$ cat src/wb_pkg.sv
// wishbone bus types
`default_nettype none

package wb_pkg;

	// byte address and data word widths
	localparam int WB_ADDR_BITS = 32;
	localparam int WB_DATA_BITS = 32;

	// one array element is one bus word
	localparam int WORD_BYTES = 4;

	typedef logic [WB_ADDR_BITS-1:0] wb_addr_t;
	typedef logic [WB_DATA_BITS-1:0] wb_data_t;

	// master side of a read-only classic cycle
	typedef struct packed {
		logic     cyc;
		logic     stb;
		wb_addr_t adr;
	} wb_req_t;

	// slave side, one ack cycle per read
	typedef struct packed {
		logic     ack;
		wb_data_t dat;
	} wb_rsp_t;

endpackage

`default_nettype wire
$ cat src/graph_pkg.sv
// graph job types
`default_nettype none

package graph_pkg;

	////////////////////////////////////////
	// widths
	////////////////////////////////////////

	// vertex ids and vertex counts
	localparam int VERTEX_ID_BITS = 16;

	// out-degree and edge index values
	localparam int DEGREE_BITS = 32;

	typedef logic [VERTEX_ID_BITS-1:0] vertex_id_t;
	typedef logic [DEGREE_BITS-1:0]    degree_t;

	////////////////////////////////////////
	// job descriptor and vertex record
	////////////////////////////////////////

	// one job: how many vertices and where their arrays start
	typedef struct packed {
		vertex_id_t       vertex_count;
		wb_pkg::wb_addr_t out_degree_base;
		wb_pkg::wb_addr_t edges_idx_base;
	} job_desc_t;

	// one vertex as seen by the compute side
	typedef struct packed {
		vertex_id_t id;
		degree_t    out_degree;
		degree_t    edges_idx;
	} vertex_job_t;

	////////////////////////////////////////
	// fetch FSM
	////////////////////////////////////////

	typedef enum logic [2:0] {
		FETCH_IDLE        = 3'd0,
		// hold off until the buffer can take one more record
		FETCH_WAIT_SPACE  = 3'd1,
		FETCH_READ_DEGREE = 3'd2,
		FETCH_READ_EDGES  = 3'd3,
		FETCH_PUSH        = 3'd4
	} fetch_state_t;

endpackage

`default_nettype wire

$ cat src/vertex_fetch.sv
// vertex record fetch unit
`timescale 1ns/100ps
`default_nettype none

module vertex_fetch (
	input  logic                   clock,
	input  logic                   rstn,
	input  logic                   start,
	input  graph_pkg::job_desc_t   desc,
	output logic                   busy,
	output wb_pkg::wb_req_t        wb_req,
	input  wb_pkg::wb_rsp_t        wb_rsp,
	input  logic                   almost_full,
	output logic                   push,
	output graph_pkg::vertex_job_t record
);

	import graph_pkg::*;
	import wb_pkg::*;

	fetch_state_t state;
	fetch_state_t next_state;

	// latched array bases of the running job
	wb_addr_t out_degree_base_q;
	wb_addr_t edges_idx_base_q;

	vertex_id_t remaining;
	vertex_id_t vertex_id;
	wb_addr_t   offset;

	logic     req_cyc;
	wb_addr_t req_adr;
	logic     ack_seen;
	logic     issue;

	assign ack_seen = req_cyc && wb_rsp.ack;

	// a read starts one cycle after entering a read state, which leaves
	// cyc low for at least one cycle between two reads
	assign issue = !req_cyc &&
		(state == FETCH_READ_DEGREE || state == FETCH_READ_EDGES);

	assign wb_req = '{cyc: req_cyc, stb: req_cyc, adr: req_adr};
	assign busy   = (state != FETCH_IDLE);
	assign push   = (state == FETCH_PUSH);

	////////////////////////////////////////
	// next state
	////////////////////////////////////////
	always_comb begin
		next_state = state;
		case (state)
			FETCH_IDLE: begin
				// empty jobs never leave idle
				if (start && desc.vertex_count != '0)
					next_state = FETCH_WAIT_SPACE;
			end
			FETCH_WAIT_SPACE: begin
				if (!almost_full)
					next_state = FETCH_READ_DEGREE;
			end
			FETCH_READ_DEGREE: begin
				if (ack_seen)
					next_state = FETCH_READ_EDGES;
			end
			FETCH_READ_EDGES: begin
				if (ack_seen)
					next_state = FETCH_PUSH;
			end
			FETCH_PUSH: begin
				if (remaining == vertex_id_t'(1))
					next_state = FETCH_IDLE;
				else
					next_state = FETCH_WAIT_SPACE;
			end
			default: next_state = FETCH_IDLE;
		endcase
	end

	////////////////////////////////////////
	// control state
	////////////////////////////////////////
	always_ff @(posedge clock or negedge rstn) begin
		if (!rstn) begin
			state     <= FETCH_IDLE;
			req_cyc   <= 1'b0;
			remaining <= '0;
			vertex_id <= '0;
			offset    <= '0;
		end else begin
			state <= next_state;

			if (ack_seen)
				req_cyc <= 1'b0;
			else if (issue)
				req_cyc <= 1'b1;

			if (state == FETCH_IDLE && start) begin
				// ids and offsets restart for every job
				remaining <= desc.vertex_count;
				vertex_id <= '0;
				offset    <= '0;
			end else if (push) begin
				remaining <= remaining - vertex_id_t'(1);
				vertex_id <= vertex_id + vertex_id_t'(1);
				offset    <= offset + wb_addr_t'(WORD_BYTES);
			end
		end
	end

	////////////////////////////////////////
	// descriptor, address and record data
	////////////////////////////////////////
	always_ff @(posedge clock) begin
		if (state == FETCH_IDLE && start) begin
			out_degree_base_q <= desc.out_degree_base;
			edges_idx_base_q  <= desc.edges_idx_base;
		end

		// address stays put until the ack
		if (issue) begin
			if (state == FETCH_READ_DEGREE)
				req_adr <= out_degree_base_q + offset;
			else
				req_adr <= edges_idx_base_q + offset;
		end

		if (ack_seen && state == FETCH_READ_DEGREE) begin
			record.id         <= vertex_id;
			record.out_degree <= wb_rsp.dat;
		end
		if (ack_seen && state == FETCH_READ_EDGES)
			record.edges_idx <= wb_rsp.dat;
	end

endmodule

`default_nettype wire

$ cat src/vertex_job_control.sv
// vertex job control top level
`timescale 1ns/100ps
`default_nettype none

module vertex_job_control #(
	parameter int FIFO_DEPTH = 8
) (
	input  logic                   clock,
	input  logic                   rstn,
	input  logic                   start,
	input  graph_pkg::job_desc_t   desc,
	output logic                   busy,
	output wb_pkg::wb_req_t        wb_req,
	input  wb_pkg::wb_rsp_t        wb_rsp,
	output graph_pkg::vertex_job_t job,
	output logic                   job_valid,
	input  logic                   job_ready,
	output graph_pkg::vertex_id_t  filtered_count
);

	import graph_pkg::*;

	// fetch to buffer
	logic        fetch_push;
	vertex_job_t fetch_record;
	logic        fifo_almost_full;

	// buffer to dispatcher
	vertex_job_t fifo_head;
	logic        fifo_empty;
	logic        dispatch_pop;

	////////////////////////////////////////
	// producer
	////////////////////////////////////////
	vertex_fetch vertex_fetch_inst (
		.clock      (clock),
		.rstn       (rstn),
		.start      (start),
		.desc       (desc),
		.busy       (busy),
		.wb_req     (wb_req),
		.wb_rsp     (wb_rsp),
		.almost_full(fifo_almost_full),
		.push       (fetch_push),
		.record     (fetch_record)
	);

	////////////////////////////////////////
	// record buffer
	////////////////////////////////////////
	vertex_job_fifo #(
		.FIFO_DEPTH(FIFO_DEPTH)
	) vertex_job_fifo_inst (
		.clock      (clock),
		.rstn       (rstn),
		.push       (fetch_push),
		.push_record(fetch_record),
		.almost_full(fifo_almost_full),
		.pop        (dispatch_pop),
		.head       (fifo_head),
		.empty      (fifo_empty)
	);

	////////////////////////////////////////
	// consumer
	////////////////////////////////////////
	vertex_job_dispatch vertex_job_dispatch_inst (
		.clock         (clock),
		.rstn          (rstn),
		.empty         (fifo_empty),
		.head          (fifo_head),
		.pop           (dispatch_pop),
		.job           (job),
		.job_valid     (job_valid),
		.job_ready     (job_ready),
		.filtered_count(filtered_count)
	);

endmodule

`default_nettype wire

$ cat src/vertex_job_dispatch.sv
// vertex job dispatcher
`timescale 1ns/100ps
`default_nettype none

module vertex_job_dispatch (
	input  logic                   clock,
	input  logic                   rstn,
	input  logic                   empty,
	input  graph_pkg::vertex_job_t head,
	output logic                   pop,
	output graph_pkg::vertex_job_t job,
	output logic                   job_valid,
	input  logic                   job_ready,
	output graph_pkg::vertex_id_t  filtered_count
);

	import graph_pkg::*;

	vertex_job_t job_q;
	logic        taken;
	logic        keep;

	assign taken = job_valid && job_ready;

	// pop when the output slot is free now or frees this cycle
	assign pop  = !empty && (!job_valid || taken);

	// vertices without outgoing edges carry no work
	assign keep = (head.out_degree != '0);

	assign job = job_q;

	////////////////////////////////////////
	// handshake and filter counter
	////////////////////////////////////////
	always_ff @(posedge clock or negedge rstn) begin
		if (!rstn) begin
			job_valid      <= 1'b0;
			filtered_count <= '0;
		end else begin
			if (pop && keep)
				job_valid <= 1'b1;
			else if (taken)
				job_valid <= 1'b0;

			if (pop && !keep)
				filtered_count <= filtered_count + vertex_id_t'(1);
		end
	end

	// output register, held while the consumer stalls
	always_ff @(posedge clock) begin
		if (pop && keep)
			job_q <= head;
	end

endmodule

`default_nettype wire

$ cat src/vertex_job_fifo.sv
// vertex record buffer
`timescale 1ns/100ps
`default_nettype none

module vertex_job_fifo #(
	parameter int FIFO_DEPTH = 8
) (
	input  logic                   clock,
	input  logic                   rstn,
	input  logic                   push,
	input  graph_pkg::vertex_job_t push_record,
	output logic                   almost_full,
	input  logic                   pop,
	output graph_pkg::vertex_job_t head,
	output logic                   empty
);

	import graph_pkg::*;

	localparam int PTR_BITS = (FIFO_DEPTH > 1) ? $clog2(FIFO_DEPTH) : 1;
	localparam int CNT_BITS = $clog2(FIFO_DEPTH + 1);

	vertex_job_t mem [FIFO_DEPTH];

	logic [PTR_BITS-1:0] wr_ptr;
	logic [PTR_BITS-1:0] rd_ptr;
	logic [CNT_BITS-1:0] count;

	logic full;
	logic wr_en;
	logic rd_en;

	// wrap at the depth, which need not be a power of two
	function automatic logic [PTR_BITS-1:0] next_ptr(input logic [PTR_BITS-1:0] ptr);
		if (ptr == PTR_BITS'(FIFO_DEPTH - 1))
			return '0;
		else
			return ptr + PTR_BITS'(1);
	endfunction

	assign full        = (count == CNT_BITS'(FIFO_DEPTH));
	assign empty       = (count == '0);
	// one slot kept back for the record the fetch unit has in flight
	assign almost_full = (count >= CNT_BITS'(FIFO_DEPTH - 1));

	assign wr_en = push && !full;
	assign rd_en = pop && !empty;

	assign head = mem[rd_ptr];

	always_ff @(posedge clock or negedge rstn) begin
		if (!rstn) begin
			wr_ptr <= '0;
			rd_ptr <= '0;
			count  <= '0;
		end else begin
			if (wr_en)
				wr_ptr <= next_ptr(wr_ptr);
			if (rd_en)
				rd_ptr <= next_ptr(rd_ptr);

			// simultaneous push and pop leave the count alone
			if (wr_en && !rd_en)
				count <= count + CNT_BITS'(1);
			else if (rd_en && !wr_en)
				count <= count - CNT_BITS'(1);
		end
	end

	// storage
	always_ff @(posedge clock) begin
		if (wr_en)
			mem[wr_ptr] <= push_record;
	end

endmodule

`default_nettype wire

$ cat config.mk
export PLATFORM = sky130hd
export DESIGN_NAME = vertex_job_control
export DESIGN_NICKNAME = d
export VERILOG_FILES = /design/src/wb_pkg.sv /design/src/graph_pkg.sv /design/src/vertex_fetch.sv /design/src/vertex_job_control.sv /design/src/vertex_job_dispatch.sv /design/src/vertex_job_fifo.sv
export SDC_FILE = /design/constraint.sdc
export NUM_CORES = 1
export LEC_CHECK = 0
export CORE_MARGIN = 2
export CORE_UTILIZATION = 44
export DETAILED_ROUTE_END_ITERATION = 8
export DONT_BUFFER_PORTS = 1
export GPL_TIMING_DRIVEN = 0
export PLACE_DENSITY = 0.68
export SYNTH_ARGS = -nofsm -noshare
export SYNTH_HDL_FRONTEND = slang
export SYNTH_SLANG_ARGS = --single-unit
$ cat constraint.sdc
create_clock -name clock -period 9.8 [get_ports clock]
set_clock_uncertainty 0.1 [all_clocks]
set_input_delay 1.47 -clock clock [delete_from_list [all_inputs] [get_ports clock]]
set_output_delay 1.47 -clock clock [all_outputs]
set_load 0.01 [all_outputs]
=== Yosys cells after proc, flatten, opt, wreduce, memory -nomap -nowiden ===
Memory sizes are Yosys's and may differ from the RTL's.
Index checks and enable logic that the tools add are counted.

* Register bits after elaboration: 351
* Bits in writable memories: 640
* Bits of input ports: 117
* Output and inout bits: 132
* Word-level logic and storage cells: 99
* Memories: 1

* Add/sub/neg operators: 10
* Order comparisons: 1
* Equality and inequality tests: 12
* Multiplexer cells: 23
* Reduce and logical (&&, ||, !) cells: 33

{| class="wikitable"
|+ Memories
! name !! words !! width !! rd ports !! clocked after Yosys merged registers in !! write ports !! line !! text
|-
| vertex_job_fifo_inst.mem || 8 || 80 || 1 || 0 || 1 || vertex_job_fifo.sv:23 || <nowiki>vertex_job_t mem [FIFO_DEPTH];</nowiki>
|}

{| class="wikitable"
|+ Operators with widths
! cell !! count
|-
| $mux W32 || 3
|-
| $add A32 B32 Y32 || 2
|-
| $mux W16 || 4
|-
| $add A16 B1 Y16 const B || 2
|-
| $add A32 B3 Y32 const B || 1
|-
| $reduce_bool A32 Y1 || 1
|-
| $mux W3 || 6
|-
| $eq A16 B1 Y1 const B || 1
|-
| $reduce_bool A16 Y1 || 1
|-
| $sub A16 B1 Y16 const B || 1
|-
| $pmux W3 S5 || 1
|-
| $logic_and A1 B1 Y1 || 14
|-
| $eq A3 B3 Y1 const B || 3
|-
| $mux W4 || 2
|-
| $reduce_bool A2 Y1 || 4
|-
| $logic_not A1 Y1 || 7
|-
| $mux W1 || 7
|-
| $add A3 B1 Y3 const B || 2
|-
| $eq A3 B2 Y1 const B || 2
|-
| $ne A2 B1 Y1 const B || 3
|-
| $add A4 B1 Y4 const B || 1
|-
| $eq A4 B4 Y1 const B || 1
|-
| $ge A4 B3 Y1 const B || 1
|-
| $logic_not A4 Y1 || 1
|-
| other kinds (7) || 8
|}

=== Longest topological paths before layout ===
* Depth in word-level cells: 7
* Depth in mapped cells: 15
* Mapped depth without buffers: 13

=== Hierarchy ===
From an unflattened synthesis, not the netlist that was laid out.

* Cells, all modules: 1946
* Area, all modules: 38952.4 um2

{| class="wikitable"
|+ By module, submodules not included
! module !! instances !! cells an instance !! area an instance (um2) !! sequential area each (um2)
|-
| vertex_job_fifo || 1 || 994 || 25062.8 || 19468.7
|-
| vertex_fetch || 1 || 783 || 10456.3 || 6936.7
|-
| vertex_job_dispatch || 1 || 169 || 3433.3 || 2827.7
|}

=== Least setup slack after synthesis ===
No wires, ideal clock.

* Path type: reg2reg
* From: register vertex_fetch_inst.state[0]
* To: memory vertex_job_fifo_inst.mem[1][0] (netlist name) (enable)
* Setup time: 0.744 ns
* Arrival time: 9.463 ns
* Data required time: 8.956 ns
* Path slack: -0.507 ns
* Cell stages (with the launch flop): 7
* Path buffers: 2
* Clock period less this slack: 10.307 ns
* Cell sequence: dfrtp_1 -> clkbuf_1 -> nor2_1 -> and2_1 -> clkbuf_1 -> nand2_1 -> nor4b_1

* Cells in the longest elaborated chain, start to end: 4

{| class="wikitable"
|+ RTL lines
! element !! line !! text
|-
| from (decl) || vertex_fetch.sv:21 || <nowiki>fetch_state_t state;</nowiki>
|-
| from (signal assigned) || vertex_fetch.sv:92 || <nowiki>state <= next_state;</nowiki>
|-
| $eq A3 B3 Y1 || vertex_fetch.sv:46 || <nowiki>assign push = (state == FETCH_PUSH);</nowiki>
|-
| $logic_and A1 B1 Y1 || vertex_job_fifo.sv:46 || <nowiki>assign wr_en = push && !full;</nowiki>
|-
| $mux W1 || vertex_job_fifo.sv:72 || <nowiki>if (wr_en)</nowiki>
|-
| $mux W1 (not written as such) || vertex_job_fifo.sv:73 || <nowiki>mem[wr_ptr] <= push_record;</nowiki>
|-
| to (decl) || vertex_job_fifo.sv:23 ||
|}

Every way passes these cells.

=== Worst setup path in the final report ===
* From: register vertex_fetch_inst.state[2]
* To: register vertex_fetch_inst.req_adr[30], data pin

* Cells in the longest elaborated chain, start to end: 2

{| class="wikitable"
|+ RTL lines
! element !! line !! text
|-
| $eq A3 B2 Y1 || vertex_fetch.sv:123 || <nowiki>if (state == FETCH_READ_DEGREE)</nowiki>
|-
| $mux W32 || vertex_fetch.sv:123 ||
|-
| to (signal assigned) || vertex_fetch.sv:124 || <nowiki>req_adr <= out_degree_base_q + offset;</nowiki>
|-
| to (signal assigned) || vertex_fetch.sv:126 || <nowiki>req_adr <= edges_idx_base_q + offset;</nowiki>
|-
| to (decl) || vertex_fetch.sv:33 || <nowiki>wb_addr_t req_adr;</nowiki>
|}

Every way passes these cells.
A chain may end at the register's enable or synchronous reset.

==> results.md <==
* Synthesized area at approximately 0.039 sq mm
* Most common flop cell mapped by yosys: edfxtp_1
* CP startpoint kind: flip-flop
* Initial Util at between 40% and 50%
* Fillcell total at around 6900
* Vias per inst at about 5.7
* EDFF count, synth at 896
* PD cells at 273 mW/mm^2
* Slew Viols, Final at 0
* Final min period at about 5700 ps
* Hold_ws at 381 ps
* Drt initial violations at 2132
* Post-synthesis sequential area ratio at 75.4%
* Grt total ovfl at 0
* Vias in the first global route at around 21000
* Sw Pwr at ~0.0036 W
* CP Capture Type: flip-flop
* CTS max path bufs at 3
* Critical-path top delay cell: a2111oi_0
* Core area at between 0.08 and 0.09 sq mm
* Top-count cell post-synth: edfxtp_1
* Global-route usage over all layers at between 10% and 20%
* Area post-placement at 0.0413 sq mm
* Worst Path Class, Setup: reg2reg
* Hold WC Path Type: reg2reg
* Fin crit share at 57.8%
* Post-CTS Setup Repair Bufs at 0
* Combinational Power Share at 22.3%
* Outcome: finished clean
* Syn-to-layout area delta at 15.4%
* CP max stage delay at 790 ps
* Design Area, Final at 0.0447 sq mm
* Sequential Power Share at 46.0%
* Layout Nets at 2490
* Mean Syn Cell Area at ~18 sq um
* Root Buffer Master: clkbuf_16
* Clock sink count at 989
* Final Util at 51.4%
* Yosys top cell by area: edfxtp_1
* Final setup viols at 0
* CTS tree: done
* Register bit total from synthesis at 989
* Drt wl/cell at approximately 25 um
* H-tree level count at 3
* Placement Rows at 108
* Post-CTS Hold Fix Bufs at 0
* Antenna viol nets, final at 0
* CTS Buf Count at 98
* Synth Net Count at 2306
* Max Freq at 177 MHz
* Total die area at 0.0905 sq mm
* Die width at between 300 and 400 um
* Max-cap violations at 0
* Mapped Cells at around 2100
* Port bufs at 0
* Die H at 301 um
* IO Count at 249
* Worst Path Required at 10090 ps
* DRC at 0
* First-pass GRT wire length at around 130000 um
* Gpl congestion at a little under 0.9
* Crit-path cells: nand2b_1, nor2_1, clkbuf_1, mux2_2, ha_1, clkbuf_1, o21a_1, nor2_1, a2111oi_0, o21ai_0, and3_1, or3_1, nand4_1, a311oi_1, xnor2_1
* YS warnings at 0
* Synth top cells by count: 896 x edfxtp_1, 280 x nand2_1, 162 x mux4_2
* Top cells by area, synth: edfxtp_1 69%, mux4_2 9.4%, dfrtp_1 6.0%
* Setup WS pre-CTS at 4190 ps
* Skew-Pair Late Insertion Delay at 690 ps
* Pint at 0.00861 W
* Post-cts resize count at 0
* Fraction of registers with async set/reset at a little under a tenth
* Worst-path clk slew at roughly 60 ps
* Worst setup margin at 4130 ps
* Vias at 20294
* Worst-path maximum fanout at 10
* Routed WL at 87900 um
* Share of the synthesized area in the top cell type at ~69%
* DR pass1 iterations at 5
* Cell variety after synth at 71
* Final Hold Viols at 0
* RSZ-0062 raised after global routing: false
* Initial antenna violation count at 6
* Data arrival, critical path at 5960 ps
* Clock share of power at a little under a third
* Detail Placement HPWL at 61000 um
* Relative slew slack at between 20% and 30%
* P_leak at roughly 15 nW
* Worst slew pin tran at 1090 ps
* Peak VDD IR at between 200 and 250 uV
* Largest net degree at the start of global routing at 94
* Net Sw Frac at 29.5%
* Share of layout cells above drive strength 1 at between 20% and 30%
per-layer routing:
layer / vias to the layer above / share of wire (%) / global-route usage [%]
li1: 8898 / - / -
met1: 10405 / 39 / 24.7
met2: 846 / 50 / 33.2
met3: 141 / 8.5 / 5.25
met4: 4 / 2.4 / 5.61
met5: - / 0.026 / 0
final cells by class:
| cell class | instances | area [sq um] | share of cell area [%] |
|---|---|---|---|
| well taps | 1155 | 1450 | 3.23 |
| inverters | 16 | 62.6 | 0.140 |
| clock buffers | 112 | 2500 | 5.60 |
| flip-flops and latches | 989 | 29200 | 65.3 |
| plain buffers | 82 | 349 | 0.780 |
| multi-input cells | 1057 | 9210 | 20.6 |
| repair buffers | 84 | 1050 | 2.35 |
| diodes | 10 | 25.0 | 0.0559 |
| clock inverters | 70 | 863 | 1.93 |
final timing paths:
path	depth (start not counted)	end	startpoint	slack, ps
min	0	vertex_fetch_inst.record[79]$_DFFE_PP_	vertex_fetch_inst.vertex_id[15]$_DFFE_PN0N_	380
max reg2reg	15	vertex_fetch_inst.req_adr[30]$_DFFE_PP_	vertex_fetch_inst.state[2]$_DFFE_PN0P_	4130
min reg2reg	0	vertex_fetch_inst.record[79]$_DFFE_PP_	vertex_fetch_inst.vertex_id[15]$_DFFE_PN0N_	380
max	15	vertex_fetch_inst.req_adr[30]$_DFFE_PP_	vertex_fetch_inst.state[2]$_DFFE_PN0P_	4130
min in group asynchronous	0	vertex_fetch_inst.vertex_id[1]$_DFFE_PN0N_	rstn	400
max in group asynchronous	0	vertex_job_dispatch_inst.filtered_count[15]$_DFFE_PN0P_	rstn	8990
power by group through the flow:
stage                     Sequential (W)  Combinational, W  Clock [W]
final                            0.00563           0.00272    0.00387
after global routing             0.00568           0.00296    0.00410
after CTS                        0.00564           0.00275    0.00395
after detailed placement         0.00572           0.00274          0
after global placement           0.00574           0.00263          0
after floorplan                  0.00561           0.00188          0
worst max-delay path, delay by kind of cell, from the launching register on:
family	cells	cell delay, ps
compound gates	4	1400
xor+xnor	1	150
fa+ha+maj	1	270
buf+inv	2	760
flops	1	430
mux	1	410
simple gates	6	1890
per-stage QoR:
step / TNS [ps] / instances / power [W]
3_3_place_gp: -2499200 / 3299 / 0.00836
6_report: 0 / 3575 / 0.0122
3_5_place_dp: 0 / 3382 / 0.00846
4_1_cts: 0 / 3564 / 0.0123
2_1_floorplan: 0 / 2144 / 0.00748
5_1_grt: 0 / 3565 / 0.0127
state kept, by name, indices dropped and copies added (netlist names):
name and flops:
vertex_fetch_inst.state 3, vertex_fetch_inst.record 80, vertex_fetch_inst.vertex_id 16, vertex_fetch_inst.remaining 16, vertex_fetch_inst.out_degree_base_q 32, vertex_job_fifo_inst.count 4, vertex_job_fifo_inst.mem 640, vertex_job_dispatch_inst.filtered_count 16
vertex_fetch_inst.req_cyc 1, vertex_job_fifo_inst.wr_ptr 3, vertex_job_dispatch_inst.job 80, vertex_fetch_inst.edges_idx_base_q 32, vertex_job_fifo_inst.rd_ptr 3, vertex_fetch_inst.offset 30, vertex_job_dispatch_inst.job_valid 1, vertex_fetch_inst.req_adr 32
cells by family (layout without fill, tap and decap cells):
logic type               count (synthesis)  count (layout)  synth area share (%)
XOR/XNOR                                49              49                  1.11
multiplexers                           222             222                  11.2
adder cells (fa/ha/maj)                 45              45                  1.47
AND/OR/NAND/NOR                        541             541                  6.51
AO/OA/AOI/OAI                          199             199                  3.23
flip-flops                             989             989                  75.4
other                                    1              11               0.00967
buffers and inverters                   98             364                  1.05
layout by cell type, fill, tap and decap left out, types with 5 or more instances in the layout:
cell        instances
buf_8              16
nand3_1            57
nand2_1           280
o221ai_1            5
nor2_1             46
clkbuf_1           55
nand2b_1            6
o211ai_1            8
edfxtp_1          896
a221o_1             8
inv_1              13
ha_1               44
dfrtp_1            93
bufinv_16          16
buf_6              50
clkinvlp_4          5
buf_1              23
nor3_1             30
o21ai_0            85
xor2_1             10
clkbuf_16          98
a21oi_1            40
mux2i_1             7
clkinv_2           19
nand4_1            19
or4_1               8
a31oi_1             5
diode_2            10
xnor2_1            39
clkinv_1           20
buf_4              16
buf_2              12
mux4_2            162
mux2_2             50
and3_1             30
and2_1              7
a21o_1             17
nor4_1             20
Power figures use the tool's default switching activity.
